==> config.mk <==
export PLATFORM = sky130hd
export DESIGN_NAME = rename_unit
export DESIGN_NICKNAME = d
export VERILOG_FILES = /design/src/hdl/rename_pkg.sv /design/src/hdl/rename_unit.sv /design/src/hdl/rename_dispatch.sv /design/src/hdl/free_list.sv /design/src/hdl/map_table.sv
export SDC_FILE = /design/constraint.sdc
export NUM_CORES = 1
export LEC_CHECK = 0
export BUFFER_PORTS_ARGS = -buffer_cell sky130_fd_sc_hd__buf_2
export CORE_ASPECT_RATIO = 1.1
export CORE_UTILIZATION = 50
export DETAILED_ROUTE_END_ITERATION = 12
export PLACE_DENSITY = 0.68
export SLEW_MARGIN = 15
export SYNTH_ARGS = -nofsm -noshare
export SYNTH_HDL_FRONTEND = slang
export SYNTH_SLANG_ARGS = --single-unit
==> constraint.sdc <==
create_clock -name clk -period 5.1 [get_ports clk]
set_clock_uncertainty 0.2 [all_clocks]
set_input_delay 0.255 -clock clk [delete_from_list [all_inputs] [get_ports clk]]
set_output_delay 0.255 -clock clk [all_outputs]
set_load 0.02 [all_outputs]
==> src/hdl/rename_pkg.sv <==
// rename front end shared constants

package rename_pkg;

	//==========================================================================
	// architectural register file, fixed by the ISA
	//==========================================================================
	localparam int NUM_AREG   = 32;		// architectural registers
	localparam int AREG_IDX_W = 5;		// bits per architectural index

	typedef logic [AREG_IDX_W-1:0] areg_idx_t;

	// hard-wired zero register, never renamed
	localparam areg_idx_t ZERO_REG = 5'd31;

	//==========================================================================
	// defaults for the top level parameters
	//==========================================================================
	localparam int DEF_NUM_PREG      = 64;	// physical register file size
	localparam int DEF_ISSUE_CREDITS = 8;	// issue queue capacity

endpackage: rename_pkg
==> src/hdl/rename_unit.sv <==
// register rename unit top level
`timescale 1ns/100ps

module rename_unit #(
	parameter int NUM_PREG      = rename_pkg::DEF_NUM_PREG,
	parameter int ISSUE_CREDITS = rename_pkg::DEF_ISSUE_CREDITS
) (
	input									clk,
	input									rst_n_i,

	// decoded instruction in
	input									inst_vld_i,
	input	rename_pkg::areg_idx_t			src_a_areg_i,
	input	rename_pkg::areg_idx_t			src_b_areg_i,
	input	rename_pkg::areg_idx_t			dest_areg_i,
	output	logic							inst_rdy_o,

	// renamed instruction out, credit based
	output	logic							out_vld_o,
	output	logic	[$clog2(NUM_PREG)-1:0]	out_src_a_preg_o,
	output	logic	[$clog2(NUM_PREG)-1:0]	out_src_b_preg_o,
	output	logic	[$clog2(NUM_PREG)-1:0]	out_dest_preg_o,
	output	logic	[$clog2(NUM_PREG)-1:0]	out_old_preg_o,
	output	logic							out_dest_vld_o,
	input									credit_return_i,

	// retire port from the ROB
	input									retire_vld_i,
	input			[$clog2(NUM_PREG)-1:0]	retire_preg_i
);

	localparam int PREG_IDX_W = $clog2(NUM_PREG);

	logic						alloc_en;		// pop plus map write
	logic						fl_empty;
	logic	[PREG_IDX_W-1:0]	fl_head_preg;	// tnew
	logic	[PREG_IDX_W-1:0]	mt_src_a_preg;
	logic	[PREG_IDX_W-1:0]	mt_src_b_preg;
	logic	[PREG_IDX_W-1:0]	mt_old_preg;	// told

	//==========================================================================
	// map table and free list, side by side
	//==========================================================================
	map_table #(
		.NUM_PREG		(NUM_PREG)
	) u_map_table (
		.clk			(clk),
		.rst_n_i		(rst_n_i),
		.src_a_areg_i	(src_a_areg_i),
		.src_b_areg_i	(src_b_areg_i),
		.dest_areg_i	(dest_areg_i),
		.wr_en_i		(alloc_en),
		.new_preg_i		(fl_head_preg),
		.src_a_preg_o	(mt_src_a_preg),
		.src_b_preg_o	(mt_src_b_preg),
		.old_preg_o		(mt_old_preg)
	);

	free_list #(
		.NUM_PREG		(NUM_PREG)
	) u_free_list (
		.clk			(clk),
		.rst_n_i		(rst_n_i),
		.pop_en_i		(alloc_en),
		.push_en_i		(retire_vld_i),		// straight from retire
		.push_preg_i	(retire_preg_i),
		.head_preg_o	(fl_head_preg),
		.empty_o		(fl_empty)
	);

	//==========================================================================
	// dispatch
	//==========================================================================
	rename_dispatch #(
		.NUM_PREG			(NUM_PREG),
		.ISSUE_CREDITS		(ISSUE_CREDITS)
	) u_rename_dispatch (
		.clk				(clk),
		.rst_n_i			(rst_n_i),
		.inst_vld_i			(inst_vld_i),
		.dest_areg_i		(dest_areg_i),
		.inst_rdy_o			(inst_rdy_o),
		.fl_empty_i			(fl_empty),
		.head_preg_i		(fl_head_preg),
		.src_a_preg_i		(mt_src_a_preg),
		.src_b_preg_i		(mt_src_b_preg),
		.old_preg_i			(mt_old_preg),
		.alloc_en_o			(alloc_en),
		.credit_return_i	(credit_return_i),
		.out_vld_o			(out_vld_o),
		.out_src_a_preg_o	(out_src_a_preg_o),
		.out_src_b_preg_o	(out_src_b_preg_o),
		.out_dest_preg_o	(out_dest_preg_o),
		.out_old_preg_o		(out_old_preg_o),
		.out_dest_vld_o		(out_dest_vld_o)
	);

endmodule: rename_unit

==> src/hdl/rename_dispatch.sv <==
// rename dispatch and issue credit control
`timescale 1ns/100ps

module rename_dispatch #(
	parameter int NUM_PREG      = rename_pkg::DEF_NUM_PREG,
	parameter int ISSUE_CREDITS = rename_pkg::DEF_ISSUE_CREDITS
) (
	input									clk,
	input									rst_n_i,

	// decoder handshake
	input									inst_vld_i,
	input	rename_pkg::areg_idx_t			dest_areg_i,
	output	logic							inst_rdy_o,

	// free list and map table results
	input									fl_empty_i,
	input			[$clog2(NUM_PREG)-1:0]	head_preg_i,
	input			[$clog2(NUM_PREG)-1:0]	src_a_preg_i,
	input			[$clog2(NUM_PREG)-1:0]	src_b_preg_i,
	input			[$clog2(NUM_PREG)-1:0]	old_preg_i,
	output	logic							alloc_en_o,		// pop and map write

	// toward the issue queue
	input									credit_return_i,
	output	logic							out_vld_o,
	output	logic	[$clog2(NUM_PREG)-1:0]	out_src_a_preg_o,
	output	logic	[$clog2(NUM_PREG)-1:0]	out_src_b_preg_o,
	output	logic	[$clog2(NUM_PREG)-1:0]	out_dest_preg_o,
	output	logic	[$clog2(NUM_PREG)-1:0]	out_old_preg_o,
	output	logic							out_dest_vld_o
);

	localparam int CRED_W = $clog2(ISSUE_CREDITS + 1);

	logic	[CRED_W-1:0]	credit_r;		// free issue queue slots
	logic					dest_vld;
	logic					accept;

	//==========================================================================
	// accept decision
	//==========================================================================
	assign dest_vld   = (dest_areg_i != rename_pkg::ZERO_REG);	// zero reg takes no tag
	assign inst_rdy_o = (credit_r != '0) && (!fl_empty_i || !dest_vld);
	assign accept     = inst_vld_i && inst_rdy_o;
	assign alloc_en_o = accept && dest_vld;

	// credit leaves at accept, the matching out_vld_o follows one cycle later
	// so the in-flight instruction is already counted against the queue
	always_ff @(posedge clk or negedge rst_n_i) begin
		if (!rst_n_i) begin
			credit_r <= CRED_W'(ISSUE_CREDITS);
		end else if (accept && !credit_return_i) begin
			credit_r <= credit_r - CRED_W'(1);
		end else if (!accept && credit_return_i) begin
			credit_r <= credit_r + CRED_W'(1);		// slot freed in the issue queue
		end
	end

	//==========================================================================
	// renamed instruction register
	//==========================================================================
	always_ff @(posedge clk or negedge rst_n_i) begin
		if (!rst_n_i) begin
			out_vld_o <= 1'b0;
		end else begin
			out_vld_o <= accept;			// one pulse per accepted inst
		end
	end

	// payload only loads on accept
	always_ff @(posedge clk) begin
		if (accept) begin
			out_src_a_preg_o <= src_a_preg_i;
			out_src_b_preg_o <= src_b_preg_i;
			out_dest_preg_o  <= head_preg_i;	// don't care without dest_vld
			out_old_preg_o   <= old_preg_i;
			out_dest_vld_o   <= dest_vld;
		end
	end

endmodule: rename_dispatch

==> src/hdl/free_list.sv <==
// circular free list of physical tags
`timescale 1ns/100ps

module free_list #(
	parameter int NUM_PREG = rename_pkg::DEF_NUM_PREG
) (
	input									clk,
	input									rst_n_i,

	input									pop_en_i,		// allocation at dispatch
	input									push_en_i,		// release at retire
	input			[$clog2(NUM_PREG)-1:0]	push_preg_i,	// old tag from the ROB

	output	logic	[$clog2(NUM_PREG)-1:0]	head_preg_o,	// next tag to hand out
	output	logic							empty_o
);

	localparam int PREG_IDX_W = $clog2(NUM_PREG);
	localparam int PTR_W      = $clog2(NUM_PREG);
	localparam int CNT_W      = $clog2(NUM_PREG + 1);
	localparam int NUM_FREE   = NUM_PREG - rename_pkg::NUM_AREG;	// tags free after reset

	logic	[PREG_IDX_W-1:0]	fifo_r [NUM_PREG];
	logic	[PTR_W-1:0]			head_r;
	logic	[PTR_W-1:0]			tail_r;
	logic	[CNT_W-1:0]			count_r;

	logic						pop;
	logic						push;

	assign pop  = pop_en_i && !empty_o;		// never pop past the last tag
	assign push = push_en_i;

	//==========================================================================
	// queue storage and pointers
	//==========================================================================
	always_ff @(posedge clk or negedge rst_n_i) begin
		if (!rst_n_i) begin
			// preload NUM_AREG .. NUM_PREG-1 in ascending order
			for (int i = 0; i < NUM_PREG; i++) begin
				fifo_r[i] <= (i < NUM_FREE) ? PREG_IDX_W'(i + rename_pkg::NUM_AREG) : '0;
			end
			head_r  <= '0;
			tail_r  <= PTR_W'(NUM_FREE);
			count_r <= CNT_W'(NUM_FREE);
		end else begin
			if (push) begin
				fifo_r[tail_r] <= push_preg_i;		// readable from next cycle
				tail_r <= (tail_r == PTR_W'(NUM_PREG - 1)) ? '0 : tail_r + PTR_W'(1);
			end
			if (pop) begin
				head_r <= (head_r == PTR_W'(NUM_PREG - 1)) ? '0 : head_r + PTR_W'(1);
			end
			// occupancy, push and pop together leave it unchanged
			case ({push, pop})
				2'b10:   count_r <= count_r + CNT_W'(1);
				2'b01:   count_r <= count_r - CNT_W'(1);
				default: count_r <= count_r;
			endcase
		end
	end

	//==========================================================================
	// outputs
	//==========================================================================
	assign head_preg_o = fifo_r[head_r];
	assign empty_o     = (count_r == '0);	// from registered count only

endmodule: free_list

==> src/hdl/map_table.sv <==
// architectural to physical map table
`timescale 1ns/100ps

module map_table #(
	parameter int NUM_PREG = rename_pkg::DEF_NUM_PREG
) (
	input									clk,
	input									rst_n_i,

	// lookups from the decoded instruction
	input	rename_pkg::areg_idx_t			src_a_areg_i,
	input	rename_pkg::areg_idx_t			src_b_areg_i,
	input	rename_pkg::areg_idx_t			dest_areg_i,

	// remap of the destination on allocation
	input									wr_en_i,
	input			[$clog2(NUM_PREG)-1:0]	new_preg_i,		// tag popped from free list

	output	logic	[$clog2(NUM_PREG)-1:0]	src_a_preg_o,
	output	logic	[$clog2(NUM_PREG)-1:0]	src_b_preg_o,
	output	logic	[$clog2(NUM_PREG)-1:0]	old_preg_o		// goes to the ROB as told
);

	localparam int PREG_IDX_W = $clog2(NUM_PREG);

	// one physical tag per architectural register
	logic	[PREG_IDX_W-1:0]	map_r [rename_pkg::NUM_AREG];

	//==========================================================================
	// mapping storage
	//==========================================================================
	// reset maps areg i to preg i, so the first NUM_AREG tags are all in use
	always_ff @(posedge clk or negedge rst_n_i) begin
		if (!rst_n_i) begin
			for (int i = 0; i < rename_pkg::NUM_AREG; i++) begin
				map_r[i] <= PREG_IDX_W'(i);		// identity
			end
		end else if (wr_en_i) begin
			map_r[dest_areg_i] <= new_preg_i;	// seen by the next instruction
		end
	end

	//==========================================================================
	// combinational reads
	//==========================================================================
	// all three reads see the table before this cycle's write
	// so a source naming its own dest gets the previous producer
	assign src_a_preg_o	= map_r[src_a_areg_i];
	assign src_b_preg_o	= map_r[src_b_areg_i];
	assign old_preg_o	= map_r[dest_areg_i];		// freed when this inst retires

endmodule: map_table

# == Yosys cells after proc, flatten, opt, wreduce, memory -nomap -nowiden ==
# Cells that the tools add are included.
# W data, S select, Z words.
# word_totals
ff_bits,625
in_bits,26
out_inout_bits,27
elab_cells,169
# op_classes
addsub,6
order_cmp,7
n_eq_ne,5
muxes,23
bitwise,5
reduce_logical,17
# ops
cell,n
$bwmux W384,1
$bwmux W192,1
$bmux W6 S5,3
$mux W6,12
$bmux W6 S6,1
$demux W6 S6,1
$demux W6 S5,1
$ge A6 B6 Y1 const B,3
$not A5 Y6,3
$ge A7 B7 Y1 const B,2
$not A6 Y7,2
$pmux W7 S2,1
$add A6 B1 Y6 const B,2
$eq A6 B6 Y1 const B,2
$logic_and A1 B1 Y1,8
$mux W4,2
$add A7 B1 Y7 const B,1
$logic_not A7 Y1,1
$lt A7 B1 Y1 const B,1
$sub A7 B1 Y7 const B,1
$lt A6 B1 Y1 const B,1
$ne A5 B5 Y1 const B,1
$add A4 B1 Y4 const B,1
$logic_not A1 Y1,4
6 further kinds,7

# == Longest topological paths before layout ==
# depth
depth_word,9
mapped_depth,14
depth_no_buf,11

# == Cells and area by module ==
# A second synthesis with hierarchy kept.
# unflattened
hier_cells,2026
area_unflattened_um2,31825.5
# by_module_without_submodules
mod,instances,cells_each,area_per_inst_um2,seq_area_each_um2
free_list,1,1253,18821.8,10227.3
map_table,1,709,11870.1,4904.7
rename_dispatch,1,64,1133.6,877.1

# == Worst setup path after synthesis ==
# Ideal clock, no wire load.
# synth_path
path_kind,reg2reg
start,reg u_rename_dispatch.credit_r[3]
end,reg u_rename_dispatch.credit_r[3]
setup_time_ps,83
t_arrival_ps,3258
t_required_ps,4817
path_slack_ps,1560
stages_incl_launch_ff,11
n_path_buf,1
synth_period_minus_slack_ps,3540
path_cell_list,dfstp_2 > o41ai_4 > buf_2 > nor2_1 > ha_1 > ha_1 > a21o_1 > a21oi_1 > xnor2_1 > nor2_1 > xor2_1
# synth_via
elab_chain_cells,6
word_cells_on_any_way,11
cone_classes,2 x add/sub; 2 x mux; 7 x reduce/logical
# synth_rtl
element,line,source
from (decl),rename_dispatch.sv:36,logic [CRED_W-1:0] credit_r;
from (signal assigned),rename_dispatch.sv:52,credit_r <= CRED_W'(ISSUE_CREDITS);
from (signal assigned),rename_dispatch.sv:54,credit_r <= credit_r - CRED_W'(1);
from (signal assigned),rename_dispatch.sv:56,credit_r <= credit_r + CRED_W'(1);
$reduce_bool A4 Y1 *,rename_dispatch.sv:44,assign inst_rdy_o = (credit_r != '0) && (!fl_empty_i || !dest_vld);
$logic_and A1 B1 Y1 *,rename_dispatch.sv:44,
$logic_and A1 B1 Y1 *,rename_dispatch.sv:45,assign accept = inst_vld_i && inst_rdy_o;
net u_rename_dispatch.accept,rename_dispatch.sv:38,logic accept;
$logic_not A1 Y1,rename_dispatch.sv:55,end else if (!accept && credit_return_i) begin
$logic_and A1 B1 Y1,rename_dispatch.sv:55,
$reduce_bool A2 Y1 (no line),--,
# The timed path passes the listed nets; every way through them passes the cells marked *. The select of a mux whose other input is x is not followed.
# A chain may end at the register's enable or synchronous reset.

# == Worst setup path in the final report ==
# layout_path
start,reg u_rename_dispatch.credit_r[3]
end,reg u_free_list.count_r[6]
# layout_via
elab_chain_cells,7
word_cells_on_any_way,9
cone_classes,2 x eq/ne; 1 x mux; 6 x reduce/logical
# layout_rtl
element,line,source
$reduce_bool A4 Y1 *,rename_dispatch.sv:44,
$logic_and A1 B1 Y1 *,rename_dispatch.sv:44,
$logic_and A1 B1 Y1 *,rename_dispatch.sv:45,
$logic_and A1 B1 Y1 *,rename_dispatch.sv:46,assign alloc_en_o = accept && dest_vld;
$logic_and A1 B1 Y1 *,free_list.sv:31,assign pop = pop_en_i && !empty_o;
$eq A2 B1 Y1 / $eq A2 B2 Y1 (equally long branches),free_list.sv:55,"case ({push, pop})"
$pmux W7 S2 / $reduce_bool A2 Y1 (equally long branches),--,
to (signal assigned),free_list.sv:56,2'b10: count_r <= count_r + CNT_W'(1);
to (signal assigned),free_list.sv:57,2'b01: count_r <= count_r - CNT_W'(1);
to (signal assigned),free_list.sv:58,default: count_r <= count_r;
to (decl),free_list.sv:26,logic [CNT_W-1:0] count_r;
# Mark *: on every way between the ends. The rest lies on a longest branch, timed or not.

==> results.sh <==
export IMPL_outcome="complete, no violations"
export IMPL_pwr_share_clk=0.231
export IMPL_p_per_area_nw_per_um2=603
export IMPL_slew_viol_final=0
export IMPL_arrival_ns=3.95
export IMPL_finalSetupTns_ns=0
export IMPL_core_area_um2=64000
export IMPL_hold_viol_final=0
export IMPL_tightest_slew_ns=1.15
export IMPL_critPathKind="reg2reg"
export IMPL_clkLatencyLatePin_ns=0.61
export IMPL_grt_pass1_vias=22100
export IMPL_wl_per_cell_um=26.1
export IMPL_p_int_uw=13900
export IMPL_slew_headroom=0.229
export IMPL_crit_slowest_cell="dfstp_2"
export IMPL_routed_via_count=21200
export IMPL_fin_util=0.557
export IMPL_worstSetupStartpointType="register"
export IMPL_ctsResizeCount=0
export IMPL_drt_iter0_drc=1837
export IMPL_post_route_period_util=0.723
export IMPL_crit_buf_inv=0
export IMPL_synth_async_reset_ratio=0.960
export IMPL_fmax_mhz=271
export IMPL_num_fill_cells=5117
export IMPL_io_buffers=52
export IMPL_track_usage=0.263
export IMPL_drc=0
export IMPL_yosys_register_bits=625
export IMPL_synth_nets=2424
export IMPL_endpoint_kind="register"
export IMPL_rsz0062_at_grt="false"
export IMPL_drive_above_1_share=0.449
export IMPL_swShare=0.351
export IMPL_final_cell_mix="421 x mux2_2, 402 x dfrtp_1, 253 x nor2_1"
export IMPL_setup_viol=0
export IMPL_hpwlAfterDp_um=55100
export IMPL_syn_area_um2=32400
export IMPL_layout_min_cycle_time_ns=3.69
export IMPL_hold_class="in2reg"
export IMPL_ir_worst_vdd_v=0.000452
export IMPL_crit_chain="o41ai_4 -> a21oi_1 -> and2_1 -> ha_1 -> xor2_1 -> ha_1 -> and3b_1 -> o21ai_0 -> a2111oi_0 -> o311ai_0 -> xnor2_1"
export IMPL_die_area_um2=65900
export IMPL_finalWeightedCongestion=0.922
export IMPL_tritoncts="built"
export IMPL_switchingPower_uw=7540
export IMPL_placementRows=97
export IMPL_layout_commonest_cell="mux2_2"
export IMPL_antenna_found_initial=1
export IMPL_p_leak_uw=0.0147
export IMPL_die_w_um=245
export IMPL_cts_setup_buffers=0
export IMPL_cts_num_sinks=625
export IMPL_ys_warn_count=0
export IMPL_diodes=0
export IMPL_cap_violations=0
export IMPL_area_delta_synth_final_pct=9.79
export IMPL_synth_top_cell_by_area="dfrtp_1"
export IMPL_synth_area_per_cell_um2=13.6
export IMPL_worstRegToRegCells=11
export IMPL_fin_cells=3253
export IMPL_first_pass_iters=6
export IMPL_ctsHoldBuffers=6
export IMPL_critPathMaxFanout=11
export IMPL_multi_input_area_um2=15400
export IMPL_syn_inst=2389
export IMPL_synth_area_leaders="dfrtp_1 31%, dfstp_2 16%, mux4_2 15%"
export IMPL_ant_nets=0
export IMPL_grt_pass1_wl_um=134000
export IMPL_critPathRequiredTime_ns=5.36
export IMPL_slowest_delay_ns=0.58
export IMPL_drt_total_wl_um=84900
export IMPL_numCtsBuffers=68
export IMPL_dp_cells=3122
export IMPL_worst_slack_ns=1.41
export IMPL_cp_depth=11
export IMPL_grt_overflow=0
export IMPL_pin_count=53
export IMPL_via_per_inst=6.53
export IMPL_clkSlewWorstSetupHoldPaths_ns=0.06
export IMPL_yosysTopAreaCellShare=0.312
export IMPL_hold_ws_ns=0.0497
export IMPL_ys_flop_type="dfrtp_1"
export IMPL_crit_family="compound AO/OA/AOI/OAI gates"
export IMPL_die_y_um=269
export IMPL_p_seq_frac=0.416
export IMPL_grt_max_degree=137
export IMPL_path_common_cell="ha_1"
export IMPL_regArea_um2=16000
export IMPL_synth_edf_count=25
export IMPL_yosysUniqueCellTypes=77
export IMPL_cts_buffer_depth=3
export IMPL_power_frac_comb=0.353
export IMPL_hold_path_depth=5
export IMPL_start_util=0.507
export IMPL_cts_root_buffer="clkbuf_16"
export IMPL_ys_seq_area_frac=0.494
export IMPL_place_ws_ns=1.51
export IMPL_htree_levels=3
export IMPL_nets=2392
per-stage QoR:
stage | power, uW | area (um2)
after floorplan | 14300 | 32400
after global placement | 16100 | 33300
after detailed placement | 16500 | 33300
after CTS | 21500 | 35600
after global routing | 22600 | 35600
final | 21500 | 35600
state kept, by name, summed over array words and instances, names as in the netlist:
signal	flops
u_rename_dispatch.out_old_preg_o	6
u_rename_dispatch.out_dest_vld_o	1
u_free_list.count_r	7
u_free_list.tail_r	6
u_rename_dispatch.out_src_b_preg_o	6
u_rename_dispatch.credit_r	4
u_rename_dispatch.out_src_a_preg_o	6
u_free_list.fifo_r	384
u_rename_dispatch.out_vld_o	1
u_map_table.map_r	192
u_rename_dispatch.out_dest_preg_o	6
u_free_list.head_r	6
Yosys cell counts, types with 9 or more instances:
library cell	instances
mux2_2	421
buf_4	21
clkbuf_1	92
edfxtp_1	25
nand3_1	12
buf_6	23
a2111oi_0	9
a22oi_1	33
mux4_2	212
nor2b_1	17
buf_1	18
buf_2	61
a221oi_1	14
mux2i_1	94
dfrtp_1	405
nand2_1	66
a31oi_1	186
o21ai_0	10
inv_1	9
nor2_1	254
xnor2_1	11
a2111oi_1	11
a21oi_1	17
dfstp_2	195
nand4_1	12
a22o_1	16
power by group through the flow:
| stage | Combinational [uW] | Clock (uW) | Sequential [uW] |
|---|---|---|---|
| after floorplan | 6060 | 0 | 8280 |
| after global placement | 7320 | 0 | 8780 |
| after detailed placement | 7510 | 0 | 8980 |
| after CTS | 7550 | 5070 | 8910 |
| after global routing | 8090 | 5250 | 9210 |
| final | 7580 | 4960 | 8940 |
worst min-delay path: cells and delay by family:
family,cells,cell delay (ns)
AOI/OAI and AO/OA,3,0.22
buffers and inverters,1,0.13
and+or+nand+nor,1,0.20
final cells by class:
type / count / area share
sequential: 625 / 0.450
clock inverter: 24 / 0.00783
multi-input combinational: 1536 / 0.433
clock buffer: 101 / 0.0550
timing repair buffer: 116 / 0.0235
inverter: 10 / 0.00105
tap: 841 / 0.0295
final timing paths:
check / start / to / slack [ns]
setup / recovery: u_rename_dispatch.credit_r[3]$_DFFE_PN1P_ / u_free_list.count_r[6]$_DFFE_PN0P_ / 1.41
hold / removal: inst_vld_i / u_free_list.head_r[3]$_DFFE_PN0N_ / 0.05
setup reg to reg: u_rename_dispatch.credit_r[3]$_DFFE_PN1P_ / u_free_list.count_r[6]$_DFFE_PN0P_ / 1.41
hold reg to reg: u_map_table.map_r[0]$_DFFE_PN1P_ / u_map_table.map_r[0]$_DFFE_PN1P_ / 0.18
max in group asynchronous: rst_n_i / u_free_list.fifo_r[75]$_DFFE_PN0P_ / 3.19
min in group asynchronous: rst_n_i / u_map_table.map_r[78]$_DFFE_PN0P_ / 0.19
routing by layer:
layer  vias to the layer above  track usage  routed length, um
li1                       9082            -                  -
met3                       164       0.0377               5040
met1                     11200        0.353              34500
met2                       812        0.434              42400
met4                         2        0.101               2910
met5                         -            0                  7
kinds of logic (layout without fill, tap and decap cells):
logic type / after synthesis / count (layout) / share of synthesized area
mux: 727 / 727 / 0.322
flops: 625 / 625 / 0.494
simple gates: 427 / 427 / 0.0587
compound gates: 355 / 355 / 0.0792
buf+inv: 228 / 251 / 0.0377
xor+xnor: 18 / 18 / 0.00486
fa+ha+maj: 9 / 9 / 0.00370
Power figures use the tool's default switching activity.
